--- config.mk ---
export PLATFORM = sky130hd
export DESIGN_NAME = nrisc_alu
export DESIGN_NICKNAME = d
export VERILOG_FILES = /design/src/verilog/nrisc_pkg.sv /design/src/verilog/nrisc_alu.sv
export SDC_FILE = /design/constraint.sdc
export NUM_CORES = 1
export LEC_CHECK = 0
export BUFFER_PORTS_ARGS = -buffer_cell sky130_fd_sc_hd__buf_4
export CAP_MARGIN = 0
export CORE_ASPECT_RATIO = 0.75
export CORE_MARGIN = 5
export CORE_UTILIZATION = 35
export DETAILED_ROUTE_END_ITERATION = 12
export PLACE_DENSITY = 0.52
export SLEW_MARGIN = 10
export SYNTH_ARGS = -nofsm -noshare
export SYNTH_HDL_FRONTEND = slang
export SYNTH_SLANG_ARGS = --single-unit
--- constraint.sdc ---
create_clock -name vclk -period 9.1
set_input_delay 1.82 -clock vclk [all_inputs]
set_output_delay 1.82 -clock vclk [all_outputs]
set_load 0.02 [all_outputs]
--- src/verilog/nrisc_pkg.sv ---
// NRISC shared definitions
package nrisc_pkg;

	localparam int DATA_W    = 16;
	localparam int ADDR_W    = 8;
	localparam int MEM_DEPTH = 256;
	localparam int REG_IDX_W = 4;

	typedef logic [DATA_W-1:0]    data_t;
	typedef logic [ADDR_W-1:0]    addr_t;
	typedef logic [REG_IDX_W-1:0] reg_idx_t;

	// Instruction word, opcode in the top nibble
	typedef struct packed {
		logic [3:0] opcode;
		reg_idx_t   rd;
		reg_idx_t   rf1;
		reg_idx_t   rf2;
	} instr_t;

	localparam logic [3:0] OP_SYS   = 4'h0;
	localparam logic [3:0] OP_LW    = 4'h1;
	localparam logic [3:0] OP_SW    = 4'h2;
	localparam logic [3:0] OP_LI    = 4'h3;
	localparam logic [3:0] OP_JMP   = 4'h4;
	localparam logic [3:0] OP_JZ    = 4'h5;
	localparam logic [3:0] OP_JC    = 4'h6;
	localparam logic [3:0] OP_ADD   = 4'h8;
	localparam logic [3:0] OP_SUB   = 4'h9;
	localparam logic [3:0] OP_AND   = 4'ha;
	localparam logic [3:0] OP_OR    = 4'hb;
	localparam logic [3:0] OP_XOR   = 4'hc;
	localparam logic [3:0] OP_SHR   = 4'hd;
	localparam logic [3:0] OP_SHL   = 4'he;
	localparam logic [3:0] OP_UNARY = 4'hf;

	localparam logic [3:0] SYS_HALT = 4'h1; // rd field
	localparam logic [3:0] UN_NOT   = 4'h0; // rf2 field
	localparam logic [3:0] UN_INC   = 4'h2;
	localparam logic [3:0] UN_DEC   = 4'h3;

	typedef enum logic [2:0] {
		ALU_ADD, ALU_SUB, ALU_AND, ALU_OR, ALU_XOR, ALU_SHR, ALU_SHL, ALU_NOT
	} alu_op_e;

	typedef struct packed {
		logic zero;
		logic carry;
	} alu_flags_t;

	typedef struct packed {
		logic  valid;
		logic  write;
		addr_t addr;
		data_t wdata;
	} mem_req_t;

endpackage
--- src/verilog/nrisc_alu.sv ---
// Combinational ALU
`timescale 1ns/10ps
module nrisc_alu (
	input  nrisc_pkg::alu_op_e    alu_op,
	input  nrisc_pkg::data_t      alu_a,
	input  nrisc_pkg::data_t      alu_b,
	output nrisc_pkg::data_t      alu_result,
	output nrisc_pkg::alu_flags_t alu_flags
);

	logic [nrisc_pkg::DATA_W:0] wide; // Extra bit is carry or borrow

	always_comb begin
		wide = '0;
		case (alu_op)
			nrisc_pkg::ALU_ADD: wide = {1'b0, alu_a} + {1'b0, alu_b};
			nrisc_pkg::ALU_SUB: wide = {1'b0, alu_a} - {1'b0, alu_b};
			nrisc_pkg::ALU_AND: wide = {1'b0, alu_a & alu_b};
			nrisc_pkg::ALU_OR:  wide = {1'b0, alu_a | alu_b};
			nrisc_pkg::ALU_XOR: wide = {1'b0, alu_a ^ alu_b};
			nrisc_pkg::ALU_SHR: wide = {alu_a[0], 1'b0, alu_a[nrisc_pkg::DATA_W-1:1]};
			nrisc_pkg::ALU_SHL: wide = {alu_a, 1'b0}; // MSB falls into carry
			nrisc_pkg::ALU_NOT: wide = {1'b0, ~alu_a};
			default:            wide = '0;
		endcase
	end

	assign alu_result      = wide[nrisc_pkg::DATA_W-1:0];
	assign alu_flags.carry = wide[nrisc_pkg::DATA_W];
	assign alu_flags.zero  = alu_result == '0;

endmodule

==> flow_metrics.tcl, run 1 <==
set metrics [dict create \
    drtIter0Drc 238 \
    power_mw 0.2244 \
    die_y_um 86.21 \
    crit_type "primary input to output pin" \
    powerDensity_mw_per_mm2 71.27 \
    mappedNetlistArea_mm2 0.002710 \
    area_growth_syn_to_layout_pct 16.16 \
    relSlewSlack_pct 35.48 \
    wl_mm 8.886 \
    vias 2898 \
    endpoint_kind "output pin" \
    io_buffers 53 \
    startpoint_type "primary input" \
    io_pins 53 \
    crit_path_top_delay_cell "mux4_2" \
    grtUsageTotal_pct 18.31 \
    cp_max_fo 35 \
    die_w_um 111.6 \
    grt_antenna_before_repair 0 \
    n_clock_buffer 0 \
    drc 0 \
    tns_ns 0 \
    timing.fmax_mhz 134.1 \
    synthesis.nets 472 \
    drive_above_1_share_pct 16.59 \
    grt_max_degree 67 \
    avgSynthCellArea_um2 7.003 \
    synth_cell_types 64 \
    hold_path.class "primary input to output pin" \
    dieArea_mm2 0.009621 \
    std_cell_rows 27 \
    yosysWarnings 0 \
    hold_violations 0 \
    ant_nets 0 \
    rsz0062_at_grt "false" \
    crit_chain "buf_4, nor2_1, nand2_1, nand2_1, o21ai_0, fa_1, xnor2_1, mux4_2, a2111oi_4, nand4b_1, nor4_2, nand4b_1, nor4_2, buf_4" \
    synth_seq_area_share_pct 0 \
    p_leak_nw 1.467 \
    seqCellArea_um2 0 \
    hold_ws_ns 4.184 \
    drt-wirelength-per-cell_um 16.99 \
    grt_pass1_vias 2821 \
    max_stage_delay_ns 0.51 \
    overflow 0 \
    flops_and_latches 0 \
    fin_util_pct 42.36 \
    routabilityCongestion 0.9456 \
    dr.pass1.iters 4 \
    syn_inst 387 \
    maxCapViolCount 0 \
    postCtsHoldBufs 0 \
    status "finished, final reports clean" \
    maxSlewViolCount 0 \
    required_ns 7.28 \
    postCtsSetupBuffers 0 \
    cts_resized 0 \
    initial_core_util_pct 36.46 \
    grt_first_pass_wirelength_mm 14.89 \
    diodes 0 \
    max_slew.worst_pin.slew_ns 0.9544 \
    dp_slack_ns 1.708 \
    period_needed_ns 7.456 \
    cp.arrival_ns 5.64 \
    viasPerCell 5.541 \
    core-area_mm2 0.007432 \
    fin_crit_sh_pct 81.93 \
    vdd_ir_drop_max_mv 0.03781 \
    fin_ws_ns 1.644 \
    place_hpwl_mm 7.151 \
    fin_nets 509 \
    setup_viol 0 \
]
==> cells in the mapped netlist, drive strengths merged (3+ instances only) <==
cell type / number / area (um^2)
nor4: 4 / 37.53
a211oi: 5 / 37.54
a211o: 3 / 26.28
o21a: 3 / 22.52
inv: 43 / 161.4
nor3: 12 / 65.06
ha: 49 / 613.1
mux2: 5 / 60.05
nor2: 31 / 116.4
a31oi: 5 / 31.28
o211ai: 10 / 75.07
mux2i: 11 / 110.1
clkbuf: 8 / 30.03
mux4: 3 / 67.56
o21ai: 27 / 135.1
a21o: 5 / 37.54
xnor2: 18 / 157.7
or3: 6 / 37.54
buf: 11 / 63.81
nand2: 33 / 123.9
a21oi: 19 / 95.09
a32oi: 6 / 52.55
or2: 4 / 25.03
nand2b: 7 / 43.79
nor2b: 8 / 50.05
o22ai: 3 / 18.77
nand3: 6 / 30.03
==> power breakdown <==
part           total, mW  leakage, nW  internal, mW  switching, mW
registers              0            0             0              0
logic              0.224         1.47        0.0942          0.130
clock network          0            0             0              0
==> cells by family (layout without fill, tap and decap cells) <==
logic type | count (synthesis) | in the layout | share of synthesized area (%)
xor+xnor | 19 | 19 | 6.140
compound gates | 111 | 111 | 28.81
simple gates | 125 | 125 | 23.36
fa+ha+maj | 50 | 50 | 23.36
mux | 19 | 19 | 8.772
buf+inv | 63 | 98 | 9.556
==> cell usage in the layout, fill, tap and decap left out, types with 7 or more instances in the layout <==
cell type | Yosys | final
buf_4 | 1 | 54
ha_1 | 49 | 49
inv_1 | 43 | 43
nand2_1 | 33 | 33
nor2_1 | 31 | 31
o21ai_0 | 27 | 27
a21oi_1 | 19 | 19
xnor2_1 | 18 | 18
nor3_1 | 11 | 11
mux2i_1 | 11 | 11
o211ai_1 | 10 | 10
nor2b_1 | 8 | 8
nand2b_1 | 7 | 7
==> through the flow <==
| stage | area [um^2] | cells |
|---|---|---|
| 2_1_floorplan | 2710 | 387 |
| 3_3_place_gp | 3148 | 523 |
| 3_5_place_dp | 3148 | 523 |
| 4_1_cts | 3148 | 523 |
| 5_1_grt | 3148 | 523 |
| 6_report | 3148 | 523 |
==> final cells by class <==
class                           instances  area, um^2
Fill cell                             804        4284
Multi-Input combinational cell        324        2451
Timing Repair Buffer                   54       405.4
Inverter                               44       165.2
Tap cell                              101       126.4
==> worst max-delay path, delay by kind of cell <==
kind | cells | cell delay [ns]
and+or+nand+nor | 7 | 1.75
xor gates and xnor gates | 1 | 0.14
buffers and inverters | 2 | 0.41
muxes | 1 | 0.51
AOI/OAI and AO/OA | 2 | 0.50
adders and majority gates | 1 | 0.48
==> worst paths after layout <==
kind	startpoint	to	slack, ns	cells past startpoint
max	alu_op[2]	alu_flags[1]	1.64	14
min	alu_a[15]	alu_flags[0]	4.18	6
==> per-layer routing <==
layer / wire, um / GRT usage [%] / up-vias
met5: 0 / 0 / -
met4: 62 / 1.657 / 0
met3: 519 / 1.884 / 6
met2: 3670 / 27.42 / 74
met1: 4633 / 28.94 / 1338
li1: - / - / 1480
No activity file was read; power rests on OpenSTA's default activity.
==> run 2, diff against run 1 <==
==> constraint.sdc (replaced) <==
create_clock -name vclk -period 7.16
set_input_delay 1.432 -clock vclk [all_inputs]
set_output_delay 1.432 -clock vclk [all_outputs]
set_load 0.02 [all_outputs]
==> run 2 against run 1 <==
  * Sequential share of layout area stayed put
  * Total power is 27% higher
  * Critical endpoint unchanged
  * Core utilization is 0.40 points higher
  * Critical path type unchanged
  * Clock-buffer cell count stayed put
  * Worst setup slack worse by 1.0 ns
==> flow_metrics.tcl, run 2 (synthesis gave the netlist of run 1 again) <==
set metrics [dict create \
    powerDensity_mw_per_mm2 89.87 \
    timing.fmax_mhz 153.0 \
    drtIter0Drc 209 \
    flops_and_latches 0 \
    drc 0 \
    ant_nets 0 \
    hold_path.class "primary input to output pin" \
    cts_resized 0 \
    fin_ws_ns 0.6244 \
    io_buffers 53 \
    setup_viol 0 \
    maxSlewViolCount 0 \
    final_cell_mix "buf_4, ha_1, inv_1" \
    io_pins 53 \
    final_cell_area_mm2 0.003178 \
    fin_nets 513 \
    grt_max_degree 65 \
    dr.pass1.iters 5 \
    n_clock_buffer 0 \
    hold_violations 0 \
    die_w_um 111.6 \
    hold_ws_ns 3.399 \
    endpoint_kind "output pin" \
    dp_slack_ns 0.6419 \
    cp.arrival_ns 5.10 \
    layout_commonest_cell "buf_4" \
    grt_first_pass_wirelength_mm 14.88 \
    holdPathStages 4 \
    dieArea_mm2 0.009621 \
    crit_type "primary input to output pin" \
    fin_crit_sh_pct 91.28 \
    period_needed_ns 6.536 \
    grt_antenna_before_repair 0 \
    cp_max_fo 40 \
    maxCapViolCount 0 \
    viasPerCell 5.510 \
    placed_area_mm2 0.003178 \
    drive_above_1_share_pct 17.37 \
    drt-wirelength-per-cell_um 16.95 \
    diodes 0 \
    required_ns 5.73 \
    status "finished, final reports clean" \
    seqCellArea_um2 0 \
    grt_pass1_vias 2748 \
    postCtsHoldBufs 0 \
    vdd_ir_drop_max_mv 0.04528 \
    die_y_um 86.21 \
    vias 2904 \
    std_cell_rows 27 \
    initial_core_util_pct 36.46 \
    area_growth_syn_to_layout_pct 17.27 \
    tns_ns 0 \
    overflow 0 \
    routabilityCongestion 0.9085 \
    startpoint_type "primary input" \
    rsz0062_at_grt "false" \
    wl_mm 8.932 \
    place_hpwl_mm 7.184 \
    p_leak_nw 1.486 \
    relSlewSlack_pct 45.65 \
    postCtsSetupBuffers 0 \
    core-area_mm2 0.007432 \
    max_slew.worst_pin.slew_ns 0.8135 \
    power_mw 0.2856 \
    grtUsageTotal_pct 18.40 \
]
## run 2: cell types whose count changed in the layout (fill, tap and decap cells not counted)
cell,change
buf_4,+4
## run 2: final timing paths
| path | startpoint | slack [ns] | end |
|---|---|---|---|
| setup / recovery | alu_op[1] | 0.62 | alu_flags[1] |
| hold / removal | alu_a[8] | 3.40 | alu_result[7] |
## run 2: final cells by class
class	count	area, um^2
fill	799	4254
tap	101	126.4
inverter	44	165.2
timing repair buffer	58	435.4
multi-input combinational	324	2451
## run 2: metal layers
metal  part of all wire, %  GRT usage (%)  wire length [um]
met3                   3.5         0.6978               313
met4                     0         0.1105                 0
met1                    56          30.45              4972
met2                    41          27.42              3645
met5                     0              0                 0
## run 2: worst max-delay path: stages
cell and delay [ns]:
buf_4 0.25, nor2_1 0.13, buf_4 0.25, and2_1 0.43, nor2_1 0.10, xnor2_1 0.14
ha_1 0.34, xnor2_1 0.15, mux4_2 0.51, a2111oi_4 0.34, nand4b_1 0.19, nor4_2 0.25
nand4b_1 0.17, nor4_2 0.24, buf_4 0.18
## run 2: power by group
part           total [mW]  internal [mW]  leakage (nW)  switching [mW]
Clock                   0              0             0               0
Sequential              0              0             0               0
Combinational       0.286          0.121          1.49           0.165
Total               0.286          0.121          1.49           0.165
## run 2: per-stage QoR
stage          util [%]  cells
3_3_place_gp      42.76    527
6_report          42.76    527
2_1_floorplan         -    387
5_1_grt           42.76    527
4_1_cts           42.76    527
3_5_place_dp      42.76    527
==> run 3, diff against run 2 <==
==> constraint.sdc (replaced) <==
create_clock -name vclk -period 7.16
set_input_delay 1.432 -clock vclk [all_inputs]
set_output_delay 1.432 -clock vclk [all_outputs]
set_load 0.1 [all_outputs]
==> run 3 against run 2 <==
  * Via count is 2.3% higher
  * Routed wire length is 3.1% higher
  * Sequential share of layout area stayed put
  * Final cell count stayed put
  * Global-route usage is 0.24 points higher
  * Non-clock buffer count stayed put
  * Critical endpoint unchanged
  * Largest power group unchanged
==> flow_metrics.tcl, run 3 (synthesis gave the netlist of run 1 again) <==
set metrics [dict create \
    status "finished, final reports clean" \
    rsz0062_at_grt "false" \
    place_inst 527 \
    period_needed_ns 6.714 \
    place_hpwl_mm 7.450 \
    fin_crit_sh_pct 93.78 \
    std_cell_rows 27 \
    dr.pass1.iters 4 \
    postCtsHoldBufs 0 \
    die_y_um 86.21 \
    dp_slack_ns 0.4501 \
    grtUsageTotal_pct 18.64 \
    grt_max_degree 65 \
    tns_ns 0 \
    grt_first_pass_wirelength_mm 14.95 \
    crit_top_cell "buf_4" \
    cp.arrival_ns 5.28 \
    dieArea_mm2 0.009621 \
    layout_commonest_cell "buf_4" \
    startpoint_type "primary input" \
    power.switching_mw 0.2635 \
    viasPerCell 5.639 \
    io_buffers 53 \
    wl_mm 9.212 \
    crit_path_top_delay_cell "mux4_2" \
    maxCapViolCount 0 \
    setup_viol 0 \
    hold_violations 0 \
    drt-wirelength-per-cell_um 17.48 \
    swShare_pct 68.34 \
    path_buf_inv 3 \
    initial_core_util_pct 36.46 \
    drc 0 \
    fin_ws_ns 0.4456 \
    postCtsSetupBuffers 0 \
    overflow 0 \
    p_comb_share_pct 100.0 \
    flops_and_latches 0 \
    power.internal_mw 0.1220 \
    grt_antenna_before_repair 0 \
    relSlewSlack_pct 44.31 \
    crit_type "primary input to output pin" \
    final_cell_mix "buf_4, ha_1, inv_1" \
    drtIter0Drc 167 \
    pwr-share-clk_pct 0 \
    ant_nets 0 \
    p_leak_nw 1.490 \
    timing.fmax_mhz 148.9 \
    seqCellArea_um2 0 \
    cp_max_fo 35 \
    max_slew.worst_pin.slew_ns 0.8337 \
    pwr-share-seq_pct 0 \
    hold_path.class "primary input to output pin" \
    area_growth_syn_to_layout_pct 17.87 \
    crit_chain "buf_4, nor2_1, buf_4, and2_1, nor2_1, xnor2_1, ha_1, xnor2_1, mux4_2, a2111oi_4, nand4b_1, nor4_2, nand4b_1, nor4_4, buf_4" \
    vias 2972 \
    drive_above_1_share_pct 17.61 \
    die_w_um 111.6 \
    cts_resized 0 \
    routabilityCongestion 0.8882 \
    maxSlewViolCount 0 \
    fin_cells 527 \
    fin_nets 513 \
    endpoint_kind "output pin" \
    required_ns 5.73 \
    grt_pass1_vias 2818 \
    vdd_ir_drop_max_mv 0.04961 \
    diodes 0 \
    path_delay_family "simple AND/OR/NAND/NOR gates" \
    core-area_mm2 0.007432 \
    max_stage_delay_ns 0.50 \
    powerDensity_mw_per_mm2 120.7 \
    n_clock_buffer 0 \
    io_pins 53 \
]
==> run 3: worst paths after layout <==
| path | depth (start not counted) | endpoint | slack, ns | from |
|---|---|---|---|---|
| worst min-delay path | 6 | alu_result[4] | 3.53 | alu_op[1] |
| worst max-delay path | 15 | alu_flags[1] | 0.45 | alu_op[2] |
==> run 3: cell type report <==
class,instances,area [um^2]
fill,790,4238
inverter,44,165.2
multi-input combinational,324,2467
tap,101,126.4
timing repair buffer,58,435.4
==> run 3: per-stage QoR <==
step / power, mW / hold slack [ns] / util (%) / area, um^2
6_report: 0.3855 / 3.530 / 42.98 / 3194
5_1_grt: 0.4161 / 3.566 / 42.98 / 3194
4_1_cts: 0.3843 / 3.535 / 42.98 / 3194
3_5_place_dp: 0.3828 / 3.533 / 42.98 / 3194
3_3_place_gp: 0.3830 / 3.522 / 42.98 / 3194
2_1_floorplan: 0.2894 / 3.369 / - / 2726
==> run 3: routing by layer <==
metal / part of all wire (%) / GRT usage (%) / vias up
li1: - / - / 1487
met4: 0.23 / 0.9945 / 0
met5: 0 / 0 / -
met1: 54 / 31.05 / 1396
met3: 6.3 / 1.535 / 2
met2: 39 / 26.44 / 87
==> run 3: power groups by stage <==
stage          Clock, mW  Sequential, mW  Combinational [mW]
2_1_floorplan          0               0               0.289
3_3_place_gp           0               0               0.383
3_5_place_dp           0               0               0.383
4_1_cts                0               0               0.384
5_1_grt                0               0               0.416
6_report               0               0               0.386
==> run 3: worst min-delay path, cell delays in order <==
cell     delay, ns
buf_4         0.09
nor2_1        0.05
buf_4         0.16
nand2_1       0.08
nand2_1       0.06
buf_4         0.23
