[src/verilog/nrisc_pkg.sv]
// NRISC shared definitions
package nrisc_pkg;

	localparam int DATA_W    = 16;
	localparam int ADDR_W    = 8;
	localparam int MEM_DEPTH = 256;
	localparam int REG_IDX_W = 4;

	typedef logic [DATA_W-1:0]    data_t;
	typedef logic [ADDR_W-1:0]    addr_t;
	typedef logic [REG_IDX_W-1:0] reg_idx_t;

	// Instruction word, opcode in the top nibble
	typedef struct packed {
		logic [3:0] opcode;
		reg_idx_t   rd;
		reg_idx_t   rf1;
		reg_idx_t   rf2;
	} instr_t;

	localparam logic [3:0] OP_SYS   = 4'h0;
	localparam logic [3:0] OP_LW    = 4'h1;
	localparam logic [3:0] OP_SW    = 4'h2;
	localparam logic [3:0] OP_LI    = 4'h3;
	localparam logic [3:0] OP_JMP   = 4'h4;
	localparam logic [3:0] OP_JZ    = 4'h5;
	localparam logic [3:0] OP_JC    = 4'h6;
	localparam logic [3:0] OP_ADD   = 4'h8;
	localparam logic [3:0] OP_SUB   = 4'h9;
	localparam logic [3:0] OP_AND   = 4'ha;
	localparam logic [3:0] OP_OR    = 4'hb;
	localparam logic [3:0] OP_XOR   = 4'hc;
	localparam logic [3:0] OP_SHR   = 4'hd;
	localparam logic [3:0] OP_SHL   = 4'he;
	localparam logic [3:0] OP_UNARY = 4'hf;

	localparam logic [3:0] SYS_HALT = 4'h1; // rd field
	localparam logic [3:0] UN_NOT   = 4'h0; // rf2 field
	localparam logic [3:0] UN_INC   = 4'h2;
	localparam logic [3:0] UN_DEC   = 4'h3;

	typedef enum logic [2:0] {
		ALU_ADD, ALU_SUB, ALU_AND, ALU_OR, ALU_XOR, ALU_SHR, ALU_SHL, ALU_NOT
	} alu_op_e;

	typedef struct packed {
		logic zero;
		logic carry;
	} alu_flags_t;

	typedef struct packed {
		logic  valid;
		logic  write;
		addr_t addr;
		data_t wdata;
	} mem_req_t;

endpackage
[src/verilog/exec_unit.sv]
// Decode and execute unit
`timescale 1ns/10ps
module exec_unit (
	input  logic                  clk,
	input  logic                  rst_n,
	input  logic                  run,
	input  nrisc_pkg::instr_t     instr,
	input  logic                  instr_valid,
	output logic                  instr_done,
	output logic                  jump_en,
	output nrisc_pkg::addr_t      jump_target,
	output nrisc_pkg::mem_req_t   exec_req,
	input  logic                  exec_gnt,
	input  logic                  exec_rvalid,
	input  nrisc_pkg::data_t      rdata,
	output nrisc_pkg::reg_idx_t   rf1_idx,
	output nrisc_pkg::reg_idx_t   rf2_idx,
	input  nrisc_pkg::data_t      rf1_data,
	input  nrisc_pkg::data_t      rf2_data,
	output logic                  wr_en,
	output nrisc_pkg::reg_idx_t   wr_idx,
	output nrisc_pkg::data_t      wr_data,
	output nrisc_pkg::alu_op_e    alu_op,
	output nrisc_pkg::data_t      alu_a,
	output nrisc_pkg::data_t      alu_b,
	input  nrisc_pkg::data_t      alu_result,
	input  nrisc_pkg::alu_flags_t alu_flags,
	output logic                  halted
);

	nrisc_pkg::alu_flags_t flags;
	logic                  ld_wait; // LW granted, data due
	logic                  is_alu, is_lw, is_sw, is_li, is_halt, is_incdec;
	logic                  active;

	assign is_lw     = instr.opcode == nrisc_pkg::OP_LW;
	assign is_sw     = instr.opcode == nrisc_pkg::OP_SW;
	assign is_li     = instr.opcode == nrisc_pkg::OP_LI;
	assign is_halt   = instr.opcode == nrisc_pkg::OP_SYS && instr.rd == nrisc_pkg::SYS_HALT;
	assign is_incdec = instr.opcode == nrisc_pkg::OP_UNARY &&
		(instr.rf2 == nrisc_pkg::UN_INC || instr.rf2 == nrisc_pkg::UN_DEC);
	assign is_alu    = (instr.opcode >= nrisc_pkg::OP_ADD && instr.opcode <= nrisc_pkg::OP_SHL) ||
		is_incdec || (instr.opcode == nrisc_pkg::OP_UNARY && instr.rf2 == nrisc_pkg::UN_NOT);

	assign rf1_idx = instr.rf1;
	assign rf2_idx = instr.rf2;
	assign alu_a   = rf1_data;
	assign alu_b   = is_incdec ? nrisc_pkg::data_t'(1) : rf2_data;

	always_comb begin
		case (instr.opcode)
			nrisc_pkg::OP_SUB:   alu_op = nrisc_pkg::ALU_SUB;
			nrisc_pkg::OP_AND:   alu_op = nrisc_pkg::ALU_AND;
			nrisc_pkg::OP_OR:    alu_op = nrisc_pkg::ALU_OR;
			nrisc_pkg::OP_XOR:   alu_op = nrisc_pkg::ALU_XOR;
			nrisc_pkg::OP_SHR:   alu_op = nrisc_pkg::ALU_SHR;
			nrisc_pkg::OP_SHL:   alu_op = nrisc_pkg::ALU_SHL;
			nrisc_pkg::OP_UNARY: begin
				if (instr.rf2 == nrisc_pkg::UN_NOT)
					alu_op = nrisc_pkg::ALU_NOT;
				else if (instr.rf2 == nrisc_pkg::UN_DEC)
					alu_op = nrisc_pkg::ALU_SUB;
				else
					alu_op = nrisc_pkg::ALU_ADD;
			end
			default:             alu_op = nrisc_pkg::ALU_ADD;
		endcase
	end

	// Load and store address comes from rf1
	assign active          = run & instr_valid & ~halted;
	assign exec_req.valid  = active & (is_lw | is_sw) & ~ld_wait;
	assign exec_req.write  = is_sw;
	assign exec_req.addr   = rf1_data[nrisc_pkg::ADDR_W-1:0];
	assign exec_req.wdata  = rf2_data;

	always_comb begin
		if (is_sw)
			instr_done = active & exec_gnt;
		else if (is_lw)
			instr_done = active & ld_wait & exec_rvalid;
		else
			instr_done = active;
	end

	assign jump_en = instr.opcode == nrisc_pkg::OP_JMP ||
		(instr.opcode == nrisc_pkg::OP_JZ && flags.zero) ||
		(instr.opcode == nrisc_pkg::OP_JC && flags.carry);
	assign jump_target = rf1_data[nrisc_pkg::ADDR_W-1:0];

	assign wr_en   = instr_done & (is_alu | is_li | is_lw);
	assign wr_idx  = instr.rd;
	assign wr_data = is_lw ? rdata :
		is_li ? nrisc_pkg::data_t'({instr.rf1, instr.rf2}) : alu_result;

	always_ff @(posedge clk or negedge rst_n) begin
		if (!rst_n) begin
			flags   <= '0;
			halted  <= 1'b0;
			ld_wait <= 1'b0;
		end else begin
			if (exec_req.valid && exec_gnt && is_lw)
				ld_wait <= 1'b1;
			else if (exec_rvalid)
				ld_wait <= 1'b0;
			if (instr_done && is_alu)
				flags <= alu_flags;
			if (instr_done && is_halt)
				halted <= 1'b1; // Held until reset
		end
	end

endmodule

[config.mk]
export PLATFORM = sky130hd
export DESIGN_NAME = exec_unit
export DESIGN_NICKNAME = d
export VERILOG_FILES = /design/src/verilog/nrisc_pkg.sv /design/src/verilog/exec_unit.sv
export SDC_FILE = /design/constraint.sdc
export NUM_CORES = 1
export LEC_CHECK = 0
export BUFFER_PORTS_ARGS = -buffer_cell sky130_fd_sc_hd__buf_2
export CORE_AREA = 2 2 74 76
export CTS_BUF_LIST = sky130_fd_sc_hd__clkbuf_4 sky130_fd_sc_hd__clkbuf_8
export DETAILED_ROUTE_END_ITERATION = 10
export DIE_AREA = 0 0 76 78
export HOLD_SLACK_MARGIN = 0.15
export PLACE_DENSITY = 0.69
export SLEW_MARGIN = 15
export SYNTH_ARGS = -nofsm -noshare
export SYNTH_HDL_FRONTEND = slang
export SYNTH_SLANG_ARGS = --single-unit
[constraint.sdc]
create_clock -name clk -period 1.85 [get_ports clk]
set_input_delay 0 -clock clk [delete_from_list [all_inputs] [get_ports clk]]
set_output_delay 0 -clock clk [all_outputs]
set_load 0.1 [all_outputs]
==> impl_metrics.py, run 1 <==
metrics = {
    "run_status": {
        "status": "finished, final reports clean",
    },
    "power_and_ir_drop": {
        "cellPowerDensity_nw_per_um2": 739,
        "p_comb_share_pct": 81.8,
        "pwr-share-clk_pct": 12.1,
        "net-switching-power_w": 0.00114,
        "p_sw_share_pct": 65.5,
        "seq_power_share_pct": 6.1,
        "peakVddDrop_uv": 417,
        "leakage_nw": 1.20,
        "internal_power_w": 0.000597,
    },
    "routing": {
        "dr_wl_met2_um": 2210,
        "wl_met1_um": 1560,
        "drtIter0Drc": 19,
        "first_pass_iters": 4,
        "dr_wl_met3_um": 461,
        "vias": 1513,
        "wl_um": 4280,
        "antenna_left": 0,
        "top_layer": "met4",
        "drc": 0,
        "post_drt_wl_per_cell_um": 12.2,
        "routed_via_density": 4.31,
    },
    "worst_setup_path": {
        "crit_type": "in -> reg",
        "cp.required_ns": 2.00,
        "critPathLaunchType": "input port",
        "worstSetupEndpointType": "flop",
        "worstPathMaxFanout": 35,
        "cp_data_arrival_time_ns": 1.88,
    },
    "placed_design": {
        "hpwlAfterDp_um": 3470,
        "port_buffers": 140,
        "dp_slack_ns": 0.194,
        "place_inst": 324,
        "dpl_cell_area_um2": 1930,
        "gp_congestion": 0.712,
    },
    "yosys": {
        "avgSynthCellArea_um2": 6.96,
        "yosys_warnings": 0,
        "synthesis.nets": 268,
        "ys_seq_area_share_pct": 7.99,
        "synthesis.area_um2": 1250,
        "yosysUniqueCellTypes": 30,
        "synth-seq-cells": 4,
        "synth_cells": 180,
    },
    "flow_run": {
        "drv_cap": 0,
    },
    "clocking": {
        "cts.reportedPaths.clkPinSlew_ns": 0.03,
        "cts.sinks": 4,
        "clkLatencyLatePin_ns": 0.22,
        "cts.htree.levels": 1,
        "numCtsBuffers": 3,
        "cts-root-buf": "clkbuf_8",
        "clk_path_buf_depth": 2,
        "cts_tree": "built",
    },
    "timing": {
        "setup_viol": 0,
        "fin_crit_sh_pct": 93.6,
        "finalWorstPathRequiredPeriod_ns": 1.73,
        "max_freq_ghz": 0.578,
        "finalWorstSetupSlack_ns": 0.119,
        "slew_headroom_pct": 33.6,
        "slew_viol_final": 0,
        "hold_ws_ns": 0.175,
        "tightest_slew_ns": 0.992,
        "hold_viol_final": 0,
        "rsz0062_at_grt": "no",
        "fin_skew_ns": 0.00187,
    },
    "floorplan": {
        "coreArea_um2": 5040,
        "num_rows": 26,
        "initial_core_util_pct": 24.8,
        "dieArea_um2": 5930,
        "ioPinCount": 189,
        "die_h_um": 78,
        "die_width_um": 76,
    },
    "grt": {
        "grt_use_total_pct": 13.8,
        "antenna_found_initial": 0,
        "overflow": 0,
        "first_global_vias": 1512,
        "grt_pass1_wl_um": 6920,
        "grt_max_degree": 36,
    },
    "layout": {
        "nets": 370,
        "diodes": 0,
        "syn2layout_area_growth_pct": 87.1,
        "drive_above_1_share_pct": 61.6,
        "final_cell_mix": "buf_2 (120), nand2_1 (27), buf_12 (20)",
        "final_common_cell": "buf_2",
        "layout.cells.non_filler": 351,
        "design_area_um2": 2340,
    },
    "min_path": {
        "min_path_type": "in -> reg",
    },
}
[cell type report]
cell class,instances,area [µm²]
clock buffers,4,48.8
fillers,468,2700
inverters,4,15.0
multi-input cells,102,692
flip-flops and latches,4,101
well taps,70,87.6
repair buffers,167,1400
[state kept, by name (all words and copies together) (netlist names)]
| name | cells |
|---|---|
| flags | 2 |
| ld_wait | 1 |
| halted | 1 |
[per-layer routing]
layer	vias to the layer above	global-route usage (%)
met3	6	5.00
li1	748	-
met1	664	15.0
met5	-	0
met4	0	3.64
met2	95	25.5
[kinds of logic (layout without fill, tap and decap cells)]
group,after synthesis,after routing,synth area share [%]
simple gates,76,76,32.7
compound gates,23,23,14.8
mux,3,3,2.60
buf+inv,74,175,42.0
flops,4,4,7.99
[cells in the mapped netlist]
cell type  count  share of area (%)
buf_2          3                1.2
and2_1        18                9.0
a41o_1         1               0.80
dfrtp_1        4                8.0
buf_6          2                1.8
a21oi_1        2               0.80
a211oi_2       1                1.0
buf_4         61                 37
nand3b_1       1               0.60
a221o_1        7                5.6
nor4b_1        1               0.70
nand2_1       27                8.1
o32ai_4        1                2.2
or3b_1         1               0.70
mux2i_1        1               0.80
nand3_1        6                2.4
inv_1          3               0.90
clkbuf_1       3               0.90
nand2b_1       1               0.50
o21ai_0       11                4.4
nor3_1         5                2.0
nor3b_1        8                4.8
mux2_1         2                1.8
or2_1          1               0.50
or4b_1         1               0.80
clkinv_1       1               0.30
nor2b_1        1               0.50
nor2_1         4                1.2
or4_4          1               0.90
buf_1          1               0.30
[worst max-delay path, cell delays in order]
cell and delay [ns]:
buf_2 0.16, or3b_1 0.44, buf_4 0.28, nor3_1 0.23, nand3_1 0.10, o21ai_0 0.08, dlygate4sd3_1 0.58
[per-stage QoR]
| stage | utilization [%] | TNS (ns) | total power, W |
|---|---|---|---|
| 4_1_cts | 46.3 | 0 | 0.00174 |
| 3_5_place_dp | 38.2 | 0 | 0.00117 |
| 6_report | 46.5 | 0 | 0.00173 |
| 2_1_floorplan | - | -0.589 | 0.00125 |
| 3_3_place_gp | 38.2 | 0 | 0.00117 |
| 5_1_grt | 46.5 | 0 | 0.00179 |
[timing repair]
item	CTS	global route
setup endpoints to repair	0	1
endpoints found under the hold margin	39	0
setup buffers	0	1
hold buffers	22	0
gates resized for setup	0	0
[path summary, 6_finish.rpt]
kind                       startpoint  endpoint  slack (ns)  depth (start not counted)
max reg2reg                    halted   ld_wait        0.12                          6
min                          instr[9]    halted        0.17                          3
max in group asynchronous       rst_n    halted        0.98                          3
min reg2reg                    halted    halted        0.48                          1
min in group asynchronous       rst_n   ld_wait        0.68                          3
max                         instr[15]   ld_wait        0.12                          7
[power groups by stage]
stage | clock network (W) | registers [W] | logic (W)
2_1_floorplan | 0 | 0.000112 | 0.00114
3_3_place_gp | 0 | 0.000106 | 0.00106
3_5_place_dp | 0 | 0.000106 | 0.00107
4_1_cts | 0.000217 | 0.000105 | 0.00142
5_1_grt | 0.000227 | 0.000107 | 0.00146
6_report | 0.000210 | 0.000105 | 0.00142
No activity file was read; power rests on OpenSTA's default activity.
==> inputs of run 2 (changes only) <==
==> constraint.sdc (replaced) <==
create_clock -name clk -period 1.85 [get_ports clk]
set_input_delay 0.4625 -clock clk [delete_from_list [all_inputs] [get_ports clk]]
set_output_delay 0.4625 -clock clk [all_outputs]
set_load 0.1 [all_outputs]
==> run 2 against run 1 <==
- the flow now finishes with violations (setup timing)
- first-iteration DRC count is 47% higher
- register-to-register slack better by 0.11 ns
- maximum frequency is 22% lower
- final cell count stayed put
- critical path type is now in -> out
- largest cell class unchanged
- largest power group unchanged
==> impl_metrics.py, run 2 (synthesis gave the netlist of run 1 again) <==
metrics = {
    "timing": {
        "finalWorstSetupSlack_ns": -0.384,
        "fin_skew_ns": 0.000130,
        "fin_crit_sh_pct": 121,
        "slew_headroom_pct": 57.7,
        "tightest_slew_ns": 0.631,
        "rsz0062_at_grt": "yes",
        "hold_viol_final": 0,
        "slew_viol_final": 0,
        "max_freq_ghz": 0.448,
        "finalWorstPathRequiredPeriod_ns": 2.23,
        "setup_viol": 41,
    },
    "floorplan": {
        "dieArea_um2": 5930,
        "coreArea_um2": 5040,
        "ioPinCount": 189,
        "die_width_um": 76,
        "num_rows": 26,
        "initial_core_util_pct": 24.8,
        "die_h_um": 78,
    },
    "worst_setup_path": {
        "worstPathMaxFanout": 14,
        "cp.required_ns": 1.39,
        "crit_family": "buffers and inverters",
        "critPathMaxStageDelay_ns": 0.44,
        "worstSetupEndpointType": "output port",
        "cp_data_arrival_time_ns": 1.77,
        "critPathLaunchType": "input port",
        "reg2reg_from": "halted",
        "reg2reg_to": "flags[1]",
        "worstPathCellList": "buf_8 > or3b_4 > buf_6 > a221o_4 > buf_12",
        "reg2reg_slack_ns": 0.23,
        "rr_worst_depth": 3,
        "cp_slowest_cell": "a221o_4",
        "crit_type": "in -> out",
        "worst-path-buf-inv": 3,
    },
    "routing": {
        "routed_via_density": 4.37,
        "antenna_left": 0,
        "vias": 1534,
        "wl_um": 4950,
        "first_pass_iters": 4,
        "post_drt_wl_per_cell_um": 14.1,
        "drtIter0Drc": 28,
        "drc": 0,
    },
    "layout": {
        "final_common_cell": "buf_2",
        "layout.area.seq_um2": 104,
        "diodes": 0,
        "layout.cells.non_filler": 351,
        "largest_reg_flops": 2,
        "drive_above_1_share_pct": 86.1,
        "nets": 370,
        "final_cell_mix": "buf_2 (93), buf_12 (29), buf_4 (19)",
        "largest-register": "flags",
        "nFillCells": 443,
        "multi_input_area_um2": 1030,
        "design_area_um2": 2810,
        "largest_registers": "flags: 2 flops, halted: 1 flops, ld_wait: 1 flops",
        "syn2layout_area_growth_pct": 124,
    },
    "clocking": {
        "numCtsBuffers": 3,
        "clkLatencyLatePin_ns": 0.22,
        "cts_tree": "built",
        "clk_path_buf_depth": 2,
        "cts.sinks": 4,
        "cts-root-buf": "clkbuf_8",
        "cts.htree.levels": 1,
        "cts.reportedPaths.clkPinSlew_ns": 0.03,
    },
    "min_path": {
        "hold_end": "flags[0]",
        "min_path_type": "in -> reg",
        "hp-start": "alu_flags[0]",
        "whs_path_depth": 2,
    },
    "run_status": {
        "status": "finished with violations",
        "violations": "setup timing",
    },
    "grt": {
        "grt_max_degree": 21,
        "first_global_vias": 1693,
        "grt_use_total_pct": 16.5,
        "overflow": 0,
        "grt_pass1_wl_um": 7950,
        "antenna_found_initial": 0,
    },
    "power_and_ir_drop": {
        "leakage_nw": 1.35,
        "cellPowerDensity_nw_per_um2": 568,
        "internal_power_w": 0.000676,
        "net-switching-power_w": 0.000921,
        "p_sw_share_pct": 57.7,
        "pwr-share-clk_pct": 13.5,
        "p_comb_share_pct": 79.9,
        "peakVddDrop_uv": 550,
        "design_power_total_w": 0.00160,
        "seq_power_share_pct": 6.6,
    },
    "flow_run": {
        "drv_cap": 0,
    },
    "placed_design": {
        "gp_congestion": 0.797,
        "hpwlAfterDp_um": 3780,
        "place_inst": 343,
        "dpl_cell_area_um2": 2330,
        "port_buffers": 140,
    },
}
-- run 2: changes by cell type in the layout (fill, tap and decap cells not counted), sizes merged --
cell         before  now
buf             153  165
nand2            27   28
dlygate4sd3      14    1
-- run 2: per-stage QoR --
| step | setup TNS (ns) | setup slack (ns) | utilization [%] | hold WS, ns |
|---|---|---|---|---|
| finish | -9.18 | -0.384 | 55.7 | 0.457 |
| global route | -10.94 | -0.415 | 55.7 | 0.464 |
| CTS | -8.83 | -0.359 | 54.6 | 0.453 |
| detailed placement | -16.92 | -0.599 | 46.3 | 0.270 |
| global placement | -15.94 | -0.552 | 46.3 | 0.270 |
| floorplan | -12.70 | -0.823 | - | 0.167 |
-- run 2: worst max-delay path by stage --
stage	start	to	slack [ns]	depth (start not counted)
6_report	instr[15]	wr_data[2]	-0.38	5
5_1_grt	instr[15]	wr_en	-0.41	7
4_1_cts	instr[15]	wr_data[2]	-0.36	5
3_5_place_dp	instr[12]	wr_data[6]	-0.60	5
3_3_place_gp	instr[12]	wr_data[6]	-0.55	5
2_1_floorplan	instr[14]	exec_req[25]	-0.82	7
-- run 2: what timing repair did --
action / in CTS / in global routing
hold buffers: 1 / 0
endpoints found under the setup margin: 42 / 42
gates cloned: 1 / 0
setup buffers: 3 / 1
endpoints found under the hold margin: 4 / 0
resized for setup: 89 / 14
pin swaps: 13 / 1
-- run 2: cell type report --
type                       count  area share [%]
multi-input combinational    103            36.5
inverter                       4           0.534
clock buffer                   4            1.74
timing repair buffer         166            54.4
tap                           70            3.12
sequential                     4            3.70
-- run 2: power groups by stage --
| stage | sequential, W | clock [W] | combinational (W) |
|---|---|---|---|
| global placement | 0.000106 | 0 | 0.00116 |
| global route | 0.000107 | 0.000231 | 0.00132 |
| floorplan | 0.000113 | 0 | 0.00119 |
| detailed placement | 0.000107 | 0 | 0.00117 |
| CTS | 0.000105 | 0.000222 | 0.00126 |
| finish | 0.000106 | 0.000215 | 0.00128 |
-- run 2: metal layers --
layer	vias up	wire length (µm)	part of all wire, %	GRT usage, %
li1	748	-	-	-
met1	697	1570	32	15.0
met2	72	2940	59	34.6
met3	17	321	6.5	3.95
met4	0	119	2.4	6.91
met5	-	0	0	0
-- run 2: worst reg2reg max path, cell delays in order (launching register included) --
cell	delay, ns
dfrtp_4	0.46
nand3b_1	0.33
a211oi_2	0.36
mux2_1	0.35
